File: src/include/hpi_axi_macros.svh
//--------------------------------------------------------------------
// Widths and register map of the host-to-AXI bridge.
// The block ID sits in cpu_addr[23:12] and the offset in cpu_addr[11:0].
// HPI_US_CYCLES assumes a 100 MHz aclk.
//--------------------------------------------------------------------
`ifndef HPI_AXI_MACROS_SVH
`define HPI_AXI_MACROS_SVH

// Host register port
`define HPI_ADDR_W       24
`define HPI_DATA_W       32
`define HPI_BLOCK_ID     12'h018

// Register offsets within the block
`define HPI_OFS_CMD        12'h000
`define HPI_OFS_ADDR       12'h001
`define HPI_OFS_WDATA      12'h002
`define HPI_OFS_RDATA      12'h003
`define HPI_OFS_TMOUT_CFG  12'h004
`define HPI_OFS_TMOUT_ERR  12'h080
`define HPI_OFS_STATUS_ERR 12'h081
`define HPI_OFS_STATUS     12'h100

// AXI bus, one 64-byte beat per transfer
`define AXI_ADDR_W       64
`define AXI_DATA_W       512
`define AXI_BEAT_SHIFT   6

// Timeout monitors
`define HPI_US_CYCLES    100
`define TMOUT_CFG_W      16
`define TMOUT_RESET_US   16'hFFFF
`define N_CHAN           5
`define STATUS_W         10

`endif

File: src/rtl/hpi_reg_pkg.sv
//--------------------------------------------------------------------
// Register-side types of the bridge.
// Command codes 1 is reserved and decodes as idle.
//--------------------------------------------------------------------
`include "hpi_axi_macros.svh"

package hpi_reg_pkg;

  typedef logic [`HPI_DATA_W-1:0] reg_word_t;

  // Offsets of the registers inside the 4K block window
  typedef enum logic [11:0] {
    REG_CMD        = `HPI_OFS_CMD,
    REG_ADDR       = `HPI_OFS_ADDR,
    REG_WDATA      = `HPI_OFS_WDATA,
    REG_RDATA      = `HPI_OFS_RDATA,
    REG_TMOUT_CFG  = `HPI_OFS_TMOUT_CFG,
    REG_TMOUT_ERR  = `HPI_OFS_TMOUT_ERR,
    REG_STATUS_ERR = `HPI_OFS_STATUS_ERR,
    REG_STATUS     = `HPI_OFS_STATUS
  } reg_offset_e;

  typedef enum logic [1:0] {
    CMD_IDLE  = 2'd0,
    CMD_READ  = 2'd2,
    CMD_WRITE = 2'd3
  } ddr_cmd_e;

endpackage

File: src/rtl/axi_chan_pkg.sv
//--------------------------------------------------------------------
// Bus-side types of the bridge.
// Channel indices select bits of the monitor valid and ready vectors.
//--------------------------------------------------------------------
`include "hpi_axi_macros.svh"

package axi_chan_pkg;

  typedef enum logic [2:0] {
    CH_AW = 3'd0,
    CH_W  = 3'd1,
    CH_AR = 3'd2,
    CH_R  = 3'd3,
    CH_B  = 3'd4
  } axi_chan_e;

  typedef enum logic [1:0] {
    RESP_OKAY   = 2'b00,
    RESP_EXOKAY = 2'b01,
    RESP_SLVERR = 2'b10,
    RESP_DECERR = 2'b11
  } axi_resp_e;

  typedef logic [`AXI_ADDR_W-1:0] axi_addr_t;
  typedef logic [`AXI_DATA_W-1:0] axi_data_t;

endpackage

File: src/rtl/chan_timeout_mon.sv
//--------------------------------------------------------------------
// Stall monitor for one AXI channel. A limit of 0 disables it.
// The count saturates at the limit, so one stall gives one pulse.
//--------------------------------------------------------------------
`include "hpi_axi_macros.svh"

module chan_timeout_mon (
  input  logic                    aclk,
  input  logic                    areset,
  input  logic                    valid,
  input  logic                    ready,
  input  logic [`TMOUT_CFG_W-1:0] tmout_us,
  output logic                    tmout
);

  localparam int PRE_W = $clog2(`HPI_US_CYCLES);

  logic                    stall;
  logic                    tick;
  logic [PRE_W-1:0]        pre_cnt;
  logic [`TMOUT_CFG_W-1:0] us_cnt;

  // Waiting means valid is up and the other side has not taken it yet
  assign stall = valid && !ready;
  assign tick  = stall && (pre_cnt == PRE_W'(`HPI_US_CYCLES - 1));

  always_ff @(posedge aclk or posedge areset) begin
    if (areset) begin
      pre_cnt <= '0;
      us_cnt  <= '0;
      tmout   <= 1'b0;
    end else if (!stall) begin
      pre_cnt <= '0;
      us_cnt  <= '0;
      tmout   <= 1'b0;
    end else begin
      pre_cnt <= tick ? '0 : pre_cnt + 1'b1;
      tmout   <= tick && (us_cnt + 1'b1 == tmout_us);
      if (tick && us_cnt != tmout_us) begin
        us_cnt <= us_cnt + 1'b1;
      end
    end
  end

endmodule

File: src/rtl/hpi_reg_bank.sv
//--------------------------------------------------------------------
// Host register bank. Writes always cover the full word.
// Reads return the selected register one cycle after the address.
// Foreign block IDs and unmapped offsets read as 0.
//--------------------------------------------------------------------
`include "hpi_axi_macros.svh"

module hpi_reg_bank
  import hpi_reg_pkg::*;
(
  input  logic                    aclk,
  input  logic                    areset,
  input  logic                    cpu_wr,
  input  logic [`HPI_ADDR_W-1:0]  cpu_addr,
  input  reg_word_t               cpu_data_in,
  output reg_word_t               cpu_data_out,
  output ddr_cmd_e                cmd,
  output reg_word_t               ddr_addr,
  output reg_word_t               ddr_wdata,
  input  logic                    cmd_done,
  input  reg_word_t               ddr_rdata,
  output logic [`TMOUT_CFG_W-1:0] tmout_us,
  input  logic [`N_CHAN-1:0]      chan_tmout,
  input  logic [`STATUS_W-1:0]    hs_status
);

  logic                 block_sel;
  reg_offset_e          offset;
  logic                 wr_hit;
  logic [`N_CHAN-1:0]   tmout_q;
  logic [`N_CHAN-1:0]   tmout_err;
  logic [`N_CHAN-1:0]   tmout_clr;
  logic [`STATUS_W-1:0] status_q;
  logic [`STATUS_W-1:0] status_err;
  logic [`STATUS_W-1:0] status_clr;

  // Code 1 has no meaning and is taken as idle
  function automatic ddr_cmd_e cmd_decode(logic [1:0] code);
    if (code == CMD_READ) return CMD_READ;
    if (code == CMD_WRITE) return CMD_WRITE;
    return CMD_IDLE;
  endfunction

  assign block_sel = (cpu_addr[`HPI_ADDR_W-1 -: 12] == `HPI_BLOCK_ID);
  assign offset    = reg_offset_e'(cpu_addr[11:0]);
  assign wr_hit    = cpu_wr && block_sel;

  assign tmout_clr  = (wr_hit && offset == REG_TMOUT_ERR) ?
                      cpu_data_in[`N_CHAN-1:0] : '0;
  assign status_clr = (wr_hit && offset == REG_STATUS_ERR) ?
                      cpu_data_in[`STATUS_W-1:0] : '0;

  //------------------------------------------------------------------
  // Control registers
  //------------------------------------------------------------------
  always_ff @(posedge aclk or posedge areset) begin
    if (areset) begin
      cmd       <= CMD_IDLE;
      ddr_addr  <= '0;
      ddr_wdata <= '0;
      tmout_us  <= `TMOUT_RESET_US;
    end else begin
      if (cmd_done) begin
        cmd <= CMD_IDLE;
      end
      // A host write in the same cycle overrides the completion clear
      if (wr_hit) begin
        case (offset)
          REG_CMD:       cmd       <= cmd_decode(cpu_data_in[1:0]);
          REG_ADDR:      ddr_addr  <= cpu_data_in;
          REG_WDATA:     ddr_wdata <= cpu_data_in;
          REG_TMOUT_CFG: tmout_us  <= cpu_data_in[`TMOUT_CFG_W-1:0];
          default: ;
        endcase
      end
    end
  end

  //------------------------------------------------------------------
  // Status snapshot and sticky error registers
  //------------------------------------------------------------------
  always_ff @(posedge aclk or posedge areset) begin
    if (areset) begin
      tmout_q    <= '0;
      tmout_err  <= '0;
      status_q   <= '0;
      status_err <= '0;
    end else begin
      tmout_q    <= chan_tmout;
      status_q   <= hs_status;
      // The clear mask wins over flags arriving in the same cycle
      tmout_err  <= (tmout_err | tmout_q) & ~tmout_clr;
      status_err <= (status_err | status_q) & ~status_clr;
    end
  end

  // Registered read mux
  always_ff @(posedge aclk or posedge areset) begin
    if (areset) begin
      cpu_data_out <= '0;
    end else if (!block_sel) begin
      cpu_data_out <= '0;
    end else begin
      case (offset)
        REG_CMD:        cpu_data_out <= reg_word_t'(cmd);
        REG_ADDR:       cpu_data_out <= ddr_addr;
        REG_WDATA:      cpu_data_out <= ddr_wdata;
        REG_RDATA:      cpu_data_out <= ddr_rdata;
        REG_TMOUT_CFG:  cpu_data_out <= reg_word_t'(tmout_us);
        REG_TMOUT_ERR:  cpu_data_out <= reg_word_t'(tmout_err);
        REG_STATUS_ERR: cpu_data_out <= reg_word_t'(status_err);
        REG_STATUS:     cpu_data_out <= reg_word_t'(status_q);
        default:        cpu_data_out <= '0;
      endcase
    end
  end

endmodule

File: src/rtl/axi_single_master.sv
//--------------------------------------------------------------------
// Single-beat AXI4 master. One 64-byte beat per command, full strobes.
// A new transfer starts on the rising edge of a command level only.
// Each valid drops on the first cycle its ready is high.
//--------------------------------------------------------------------
`include "hpi_axi_macros.svh"

module axi_single_master
  import hpi_reg_pkg::*;
  import axi_chan_pkg::*;
(
  input  logic                 aclk,
  input  logic                 areset,
  input  ddr_cmd_e             cmd,
  input  reg_word_t            ddr_addr,
  input  reg_word_t            ddr_wdata,
  output logic                 cmd_done,
  output reg_word_t            ddr_rdata,
  output axi_addr_t            awaddr,
  output logic [7:0]           awlen,
  output logic [2:0]           awsize,
  output logic                 awvalid,
  input  logic                 awready,
  output axi_data_t            wdata,
  output logic [63:0]          wstrb,
  output logic                 wlast,
  output logic                 wvalid,
  input  logic                 wready,
  input  axi_resp_e            bresp,
  input  logic                 bvalid,
  output logic                 bready,
  output axi_addr_t            araddr,
  output logic [7:0]           arlen,
  output logic [2:0]           arsize,
  output logic                 arvalid,
  input  logic                 arready,
  input  axi_data_t            rdata,
  input  axi_resp_e            rresp,
  input  logic                 rlast,
  input  logic                 rvalid,
  output logic                 rready,
  output logic [`N_CHAN-1:0]   chan_valid,
  output logic [`N_CHAN-1:0]   chan_ready,
  output logic [`STATUS_W-1:0] hs_status
);

  logic wr_cmd_d;
  logic rd_cmd_d;
  logic wr_start;
  logic wr_start_d;
  logic rd_start;
  logic aw_hs;
  logic ar_hs;

  assign wr_start = (cmd == CMD_WRITE) && !wr_cmd_d;
  assign rd_start = (cmd == CMD_READ) && !rd_cmd_d;
  assign aw_hs    = awvalid && awready;
  assign ar_hs    = arvalid && arready;
  assign cmd_done = (bvalid && bready) || (rvalid && rready && rlast);

  // Fixed single-beat burst attributes
  assign awlen  = 8'd0;
  assign arlen  = 8'd0;
  assign awsize = 3'(`AXI_BEAT_SHIFT);
  assign arsize = 3'(`AXI_BEAT_SHIFT);
  assign wstrb  = '1;
  assign wlast  = 1'b1;
  assign wdata  = axi_data_t'(ddr_wdata);

  always_ff @(posedge aclk) begin
    awaddr <= axi_addr_t'(ddr_addr) << `AXI_BEAT_SHIFT;
    araddr <= axi_addr_t'(ddr_addr) << `AXI_BEAT_SHIFT;
    if (rvalid && rready) begin
      ddr_rdata <= rdata[`HPI_DATA_W-1:0];
    end
  end

  //------------------------------------------------------------------
  // Request channels, W follows AW by one cycle
  //------------------------------------------------------------------
  always_ff @(posedge aclk or posedge areset) begin
    if (areset) begin
      wr_cmd_d   <= 1'b0;
      rd_cmd_d   <= 1'b0;
      wr_start_d <= 1'b0;
      awvalid    <= 1'b0;
      wvalid     <= 1'b0;
      arvalid    <= 1'b0;
    end else begin
      wr_cmd_d   <= (cmd == CMD_WRITE);
      rd_cmd_d   <= (cmd == CMD_READ);
      wr_start_d <= wr_start;
      if (wr_start) awvalid <= 1'b1;
      else if (awready) awvalid <= 1'b0;
      if (wr_start_d) wvalid <= 1'b1;
      else if (wready) wvalid <= 1'b0;
      if (rd_start) arvalid <= 1'b1;
      else if (arready) arvalid <= 1'b0;
    end
  end

  // Response windows reopen with the next address handshake
  always_ff @(posedge aclk or posedge areset) begin
    if (areset) begin
      bready <= 1'b1;
      rready <= 1'b1;
    end else begin
      if (aw_hs) bready <= 1'b1;
      else if (bvalid && bresp == RESP_OKAY) bready <= 1'b0;
      if (ar_hs) rready <= 1'b1;
      else if (rvalid && rresp == RESP_OKAY) rready <= 1'b0;
    end
  end

  assign chan_valid[CH_AW] = awvalid;
  assign chan_ready[CH_AW] = awready;
  assign chan_valid[CH_W]  = wvalid;
  assign chan_ready[CH_W]  = wready;
  assign chan_valid[CH_AR] = arvalid;
  assign chan_ready[CH_AR] = arready;
  assign chan_valid[CH_R]  = rvalid;
  assign chan_ready[CH_R]  = rready;
  assign chan_valid[CH_B]  = bvalid;
  assign chan_ready[CH_B]  = bready;

  assign hs_status = {rvalid, arvalid, bvalid, bready, wvalid,
                      awvalid, awready, wready, arready, rready};

endmodule

File: src/rtl/hpi2axi_bridge.sv
//--------------------------------------------------------------------
// Host register port to AXI4 master bridge, single-beat transfers.
// Byte strobes on the host side are ignored.
// No AXI IDs are driven or checked.
//--------------------------------------------------------------------
`include "hpi_axi_macros.svh"

module hpi2axi_bridge
  import hpi_reg_pkg::*;
  import axi_chan_pkg::*;
(
  input  logic                      aclk,
  input  logic                      areset,
  // Host register port
  input  logic                      cpu_wr,
  input  logic [`HPI_ADDR_W-1:0]    cpu_addr,
  input  logic [`HPI_DATA_W/8-1:0]  cpu_wr_strb,
  input  reg_word_t                 cpu_data_in,
  output reg_word_t                 cpu_data_out,
  // AXI write
  output axi_addr_t                 awaddr,
  output logic [7:0]                awlen,
  output logic [2:0]                awsize,
  output logic                      awvalid,
  input  logic                      awready,
  output axi_data_t                 wdata,
  output logic [63:0]               wstrb,
  output logic                      wlast,
  output logic                      wvalid,
  input  logic                      wready,
  input  axi_resp_e                 bresp,
  input  logic                      bvalid,
  output logic                      bready,
  // AXI read
  output axi_addr_t                 araddr,
  output logic [7:0]                arlen,
  output logic [2:0]                arsize,
  output logic                      arvalid,
  input  logic                      arready,
  input  axi_data_t                 rdata,
  input  axi_resp_e                 rresp,
  input  logic                      rlast,
  input  logic                      rvalid,
  output logic                      rready
);

  ddr_cmd_e                cmd;
  reg_word_t               ddr_addr;
  reg_word_t               ddr_wdata;
  reg_word_t               ddr_rdata;
  logic                    cmd_done;
  logic [`TMOUT_CFG_W-1:0] tmout_us;
  logic [`N_CHAN-1:0]      chan_valid;
  logic [`N_CHAN-1:0]      chan_ready;
  logic [`N_CHAN-1:0]      chan_tmout;
  logic [`STATUS_W-1:0]    hs_status;

  hpi_reg_bank reg_bank_i (
    .aclk, .areset,
    .cpu_wr, .cpu_addr, .cpu_data_in, .cpu_data_out,
    .cmd, .ddr_addr, .ddr_wdata, .cmd_done, .ddr_rdata,
    .tmout_us, .chan_tmout, .hs_status
  );

  axi_single_master axi_master_i (
    .aclk, .areset,
    .cmd, .ddr_addr, .ddr_wdata, .cmd_done, .ddr_rdata,
    .awaddr, .awlen, .awsize, .awvalid, .awready,
    .wdata, .wstrb, .wlast, .wvalid, .wready,
    .bresp, .bvalid, .bready,
    .araddr, .arlen, .arsize, .arvalid, .arready,
    .rdata, .rresp, .rlast, .rvalid, .rready,
    .chan_valid, .chan_ready, .hs_status
  );

  // One stall monitor per channel, in axi_chan_e order
  for (genvar i = 0; i < `N_CHAN; i++) begin : gen_mon
    chan_timeout_mon mon_i (
      .aclk     (aclk),
      .areset   (areset),
      .valid    (chan_valid[i]),
      .ready    (chan_ready[i]),
      .tmout_us (tmout_us),
      .tmout    (chan_tmout[i])
    );
  end

endmodule

File: config.mk
export PLATFORM = sky130hd
export DESIGN_NAME = hpi2axi_bridge
export DESIGN_NICKNAME = d
export VERILOG_FILES = /design/src/rtl/hpi_reg_pkg.sv /design/src/rtl/axi_chan_pkg.sv /design/src/rtl/chan_timeout_mon.sv /design/src/rtl/hpi_reg_bank.sv /design/src/rtl/axi_single_master.sv /design/src/rtl/hpi2axi_bridge.sv
export VERILOG_INCLUDE_DIRS = /design/src /design/src/include
export SDC_FILE = /design/constraint.sdc
export NUM_CORES = 1
export LEC_CHECK = 0
export BUFFER_PORTS_ARGS = -buffer_cell sky130_fd_sc_hd__buf_2
export CAP_MARGIN = 20
export CORE_AREA = 2 2 530 532
export DETAILED_ROUTE_END_ITERATION = 12
export DIE_AREA = 0 0 532 534
export GPL_TIMING_DRIVEN = 1
export MAX_ROUTING_LAYER = met4
export PLACE_DENSITY_LB_ADDON = 0.15
export SLEW_MARGIN = 10
export SYNTH_ARGS = -nofsm -noshare
export SYNTH_HDL_FRONTEND = slang
export SYNTH_SLANG_ARGS = --single-unit
export TNS_END_PERCENT = 30
File: constraint.sdc
create_clock -name aclk -period 8.4 [get_ports aclk]
set_clock_uncertainty 0.2 [all_clocks]
set_input_delay 0.42 -clock aclk [delete_from_list [all_inputs] [get_ports aclk]]
set_output_delay 0.42 -clock aclk [all_outputs]
set_load 0.02 [all_outputs]
* After elaboration in Yosys (flattened, before gate mapping)
Cells that the tools add are included.
Widths: inputs -> output; s select.
** Operators by class
- Add/sub/neg operators :: 10
- Equality and inequality tests :: 32
- Multiplexer cells :: 53
- Bitwise gates (word level) :: 6
- Reduce and logical (&&, ||, !) cells :: 51
** Operators with widths (number)
- $pmux 32 s8 :: 1
- $mux 16 :: 10
- $add 16x1->16 const B :: 5
- $eq 16x16->1 :: 5
- $ne 16x16->1 :: 5
- $mux 7 :: 10
- $add 7x1->7 const B :: 5
- $eq 7x7->1 const B :: 5
- $logic_and 1x1->1 :: 32
- $mux 32 :: 1
- $eq 12x2->1 const B :: 2
- $eq 12x8->1 const B :: 2
- $mux 1 :: 22
- $mux 2 :: 7
- $eq 12x1->1 const B :: 1
- $eq 12x3->1 const B :: 1
- $eq 12x5->1 const B :: 1
- $eq 12x9->1 const B :: 1
- $logic_not 12->1 :: 1
- $and 10x10->10 :: 1
- $mux 10 :: 1
- $ne 2x2->1 const B :: 5
- $not 10->10 :: 1
- $or 10x10->10 :: 1
- other kinds (10) :: 26
** Storage, ports and cells
- Bits in registers :: 336
- Logic and storage cells :: 186

* Depth between registers and ports, before layout
- Depth in word-level cells :: 11
- Gate-level depth with buffers :: 9
- Depth with buffers taken out :: 7

* By module
Synthesis repeated with hierarchy kept, for this count alone.
** Second synthesis, totals
- Cells, all modules :: 2286
- Area total of the unflattened synthesis :: 22881.9 um2
** Modules (own cells, without submodules)
- chan_timeout_mon :: times used 5, cells each 205, area an instance 1864.3 um2, seq. area each 600.6 um2
- axi_single_master :: times used 1, cells each 807, area an instance 7289.5 um2, seq. area each 1804.2 um2
- hpi_reg_bank :: times used 1, cells each 454, area an instance 6271.0 um2, seq. area each 3623.5 um2

* Worst setup path before layout
OpenSTA, ideal clock, no wires.
- Path kind :: register -> register
- Start :: reg reg_bank_i.tmout_us[7]
- End :: reg gen_mon[4].mon_i.us_cnt[6]
- Setup time :: 118 ps
- Arrival :: 2376 ps
- Setup slack :: 5706 ps
- Stages on the path, launching flop included :: 9
- Period minus slack after synthesis :: 2694 ps
- Path through :: dfstp_2 > buf_2 > xor2_1 > or4b_2 > nor4_1 > a21o_1 > buf_4 > mux2_2 > a21o_1
** On the way
- Word-level cells in the longest chain between the ends :: 3
** RTL lines
- start, declared :: line hpi_reg_bank.sv:22 : output logic [`TMOUT_CFG_W-1:0] tmout_us,
- start signal, assigned :: line hpi_reg_bank.sv:61 : tmout_us <= `TMOUT_RESET_US;
- start signal, assigned :: line hpi_reg_bank.sv:72 : REG_TMOUT_CFG: tmout_us <= cpu_data_in[`TMOUT_CFG_W-1:0];
- $ne 16x16->1 :: line chan_timeout_mon.sv:39 : if (tick && us_cnt != tmout_us) begin
- $logic_and 1x1->1 :: line chan_timeout_mon.sv:39
- $ne 2x2->1 (no line)
- end signal, assigned :: line chan_timeout_mon.sv:40 : us_cnt <= us_cnt + 1'b1;
- end, declared :: line chan_timeout_mon.sv:21 : logic [`TMOUT_CFG_W-1:0] us_cnt;
Every way passes these cells.
A chain may end at the register's enable or synchronous reset.

* Worst setup path after layout
- Start :: in cpu_addr[5]
- End :: reg reg_bank_i.ddr_addr[19]
** On the way
- Word-level cells in the longest chain between the ends :: 2
** RTL lines
- start, declared :: line hpi2axi_bridge.sv:16 : input logic [`HPI_ADDR_W-1:0] cpu_addr,
- $eq 12x1->1 :: line hpi_reg_bank.sv:68 : case (offset)
- $reduce_and 2->1 (no line)
- end signal, assigned :: line hpi_reg_bank.sv:70 : REG_ADDR: ddr_addr <= cpu_data_in;
- end, declared :: line hpi_reg_bank.sv:18 : output reg_word_t ddr_addr,
Every way passes these cells.

==> qor.txt <==
Fraction of layout cells with a size suffix above 1: 0.190
Die W: 532 um
WL met1: 35,000 um
Crit path from: cpu_addr[5]
First-pass iteration count of the detailed router: 7
Relative slew slack: 0.353
Dominant synthesized flop cell: dfrtp_1
Worst R2R End: gen_mon[4].mon_i.us_cnt[6]
Avg WL per Cell: 14.1 um
Placed cell areas: 24,200 um^2
Starting Density: 0.0761
Layout filler cell count: 32,300
Synth area leaders: dfrtp_1 (30%), buf_4 (24%), mux2_2 (4.6%), edfxtp_1 (4.5%), xnor2_1 (4.3%)
Vias in the first global route: 13,600
Post-route ant nets: 0
Max-slew violations: 0
Final cycle utilization of the critical path: 0.410
Global-route wire length before repair: 116,000 um
Sequential share of power: 0.382
Synth cell count leaders: buf_4 (669), dfrtp_1 (254), nor2_1 (146), xnor2_1 (105), mux2_2 (86)
Min-delay worst type: input port to register
Vias: 14,500
Uppermost routed layer: met4
Slack of the critical path: 4950 ps
Rows: 194
Starting DRT DRC Count: 709
Synthesized instance count: 2,169
Final core utilization: 0.0958
#FFs+latches synth: 336
Io pins: 1,349
Cts bufs inserted: 48
H-tree Lvls: 2
Outcome: finished clean
Crit path kind: input port to register
Startpoint Class: input port
Critical Path RT: 8700 ps
Reg-to-reg startpoint: reg_bank_i.tmout_us[3]
Clk pin slew, worst setup/hold paths: 60 ps
Part of the power in the clock network: 0.531
RSZ-0062 raised after global routing: false
Area occupied by multi-input gates: 9700 um^2
Final setup viols: 0
Synth Area per Inst: 9.76 um^2
GP Congestion: 0.727
Worst-Skew Late Latency: 650 ps
Top-area cell type share of the netlist area: 0.300
Power density cells: 162 nW/um^2
Crit path to: reg_bank_i.ddr_addr[19]
Most frequent cell after synthesis: buf_4
Pint: 3060 uW
Fin. Hold Viols: 0
Comb pwr share: 0.087
Peak supply drop: 0.141 mV
EDFF count, synth: 32
Sum Neg Setup Slack: 0 ps
Total global-route track usage: 0.0600
Layout net count: 3,014
CTS tree: done
DRT Wirelength: 87,000 um
Psw: 1250 uW
Post-Syn Area: 21,200 um^2
Met3 Wirelength: 3850 um
Yosys warns: 0
Die Area: 284,000 um^2
Slew @ Worst Pin: 970 ps
Fraction of registers with async set/reset: 0.810
Chip height: 534 um
Worst R2R Setup Slack: 5050 ps
Clock Tree Root: clkbuf_16
Min Tclk post-route: 3450 ps
Post-route cell area: 26,700 um^2
Sequential area share after synthesis: 0.398
Hpwl dp: 64,200 um
Area Growth Syn to Fin: 26.0%
Postcts setup bufs: 0
GRT overflow: 0
Post-Place Setup Slack: 3990 ps
Storage element area: 8430 um^2
Core Area: 278,000 um^2
Clock Sinks: 336
WL met2: 45,700 um
CP endpoint kind: register
Avg Vias per Cell: 2.34
Crit path max fanout: 31
Max-Cap Viols: 0
Dominant cell type by area after synthesis: dfrtp_1
Yosys cell types: 72
Max Root-Sink Buffers: 3
Post-route DRC: 0
Initial antenna violation count: 12
R2r worst-path depth: 6
Achievable clock frequency: 290 MHz
Largest net degree at the start of global routing: 95
Min Hold Slack: 113 ps
Critical path arrival: 3750 ps
Switching part of the total: 0.290
Leak: 0.0110 uW
PortBufs: 233
layer usage:
layer  up-vias  global-route usage
met3        93              0.0107
li1       6681                   -
met1      7019              0.0672
met5         -                   -
met4         0              0.0164
met2       669               0.109
worst min-delay path by stage:
stage | startpoint | end | slack (ps) | cells after the start
2_1_floorplan | gen_mon[0].mon_i.tmout | reg_bank_i.tmout_q[0] | 130 | 0
3_3_place_gp | gen_mon[2].mon_i.tmout | reg_bank_i.tmout_q[2] | 140 | 0
3_5_place_dp | gen_mon[2].mon_i.tmout | reg_bank_i.tmout_q[2] | 130 | 0
4_1_cts | cpu_addr[2] | reg_bank_i.cmd[1] | 90 | 6
5_1_grt | rlast | reg_bank_i.cmd[1] | 110 | 4
6_report | rresp[0] | axi_master_i.rready | 110 | 4
sequential cells by signal (all words and copies together) (netlist names), 2 cells and up:
| name | cells |
|---|---|
| axi_master_i.awaddr | 32 |
| axi_master_i.ddr_rdata | 32 |
| gen_mon.mon_i.pre_cnt | 35 |
| gen_mon.mon_i.tmout | 5 |
| gen_mon.mon_i.us_cnt | 80 |
| reg_bank_i.cmd | 2 |
| reg_bank_i.cpu_data_out | 32 |
| reg_bank_i.ddr_addr | 32 |
| reg_bank_i.ddr_wdata | 32 |
| reg_bank_i.status_err | 10 |
| reg_bank_i.status_q | 10 |
| reg_bank_i.tmout_err | 5 |
| reg_bank_i.tmout_q | 5 |
| reg_bank_i.tmout_us | 16 |
placed cells by master, fill, tap and decap left out, types with 18 or more instances in the layout:
cell type / n
o31ai_1: 21
xor2_1: 68
dfxtp_1: 32
conb_1: 631
nand2_1: 76
nor2_1: 145
dfstp_2: 18
nor3_1: 31
edfxtp_1: 32
or4_1: 18
and3_1: 23
a22oi_1: 26
dlygate4sd3_1: 72
xnor2_1: 105
buf_4: 21
mux2i_1: 26
a21oi_1: 59
nand3_1: 61
o21ai_0: 41
clkbuf_16: 49
buf_2: 233
mux2_2: 86
dfrtp_1: 254
o211ai_1: 20
nand4_1: 32
timing repair:
| item | CTS | global route |
|---|---|---|
| endpoints found under the hold margin | 222 | 0 |
| hold buffers | 72 | 0 |
| gates resized for setup | 0 | 0 |
layout make-up:
type	instances	share of cell area
Clock buffer	64	0.0511
Inverter	17	0.00267
Timing Repair Buffer	327	0.0771
Sequential cell	336	0.316
Multi-Input combinational cell	1689	0.364
Clock inverter	26	0.0145
Tap cell	3724	0.175
Antenna cell	2	0.000188
power groups by stage:
stage | logic [uW] | clock network (uW) | registers (uW)
global placement | 348 | 0 | 1680
finish | 377 | 2290 | 1650
CTS | 379 | 2410 | 1650
detailed placement | 347 | 0 | 1680
global route | 408 | 2460 | 1650
floorplan | 506 | 0 | 1680
per-stage QoR:
step           std cells  power, uW
2_1_floorplan       2798       2180
6_report            6185       4310
3_3_place_gp        6020       2020
5_1_grt             6184       4510
3_5_place_dp        6020       2020
4_1_cts             6182       4440
worst max-delay path: stages:
cell and delay [ps]:
buf_2 100, or4_4 650, nor2_1 190, and4_2 230, buf_4 520, inv_1 160
nor2_4 370, buf_4 580, mux2_2 410
cells by family (layout without fill, tap and decap cells):
kind of cell / after synthesis / after routing / synth area share
other cells: 2 / 633 / 0.000355
flops: 336 / 336 / 0.398
simple gates: 514 / 514 / 0.129
xor+xnor: 173 / 173 / 0.0716
mux: 115 / 115 / 0.0596
buf+inv: 773 / 434 / 0.257
fa+ha+maj: 10 / 10 / 0.00591
compound gates: 246 / 246 / 0.0786
(Power assumes the default switching activity.)
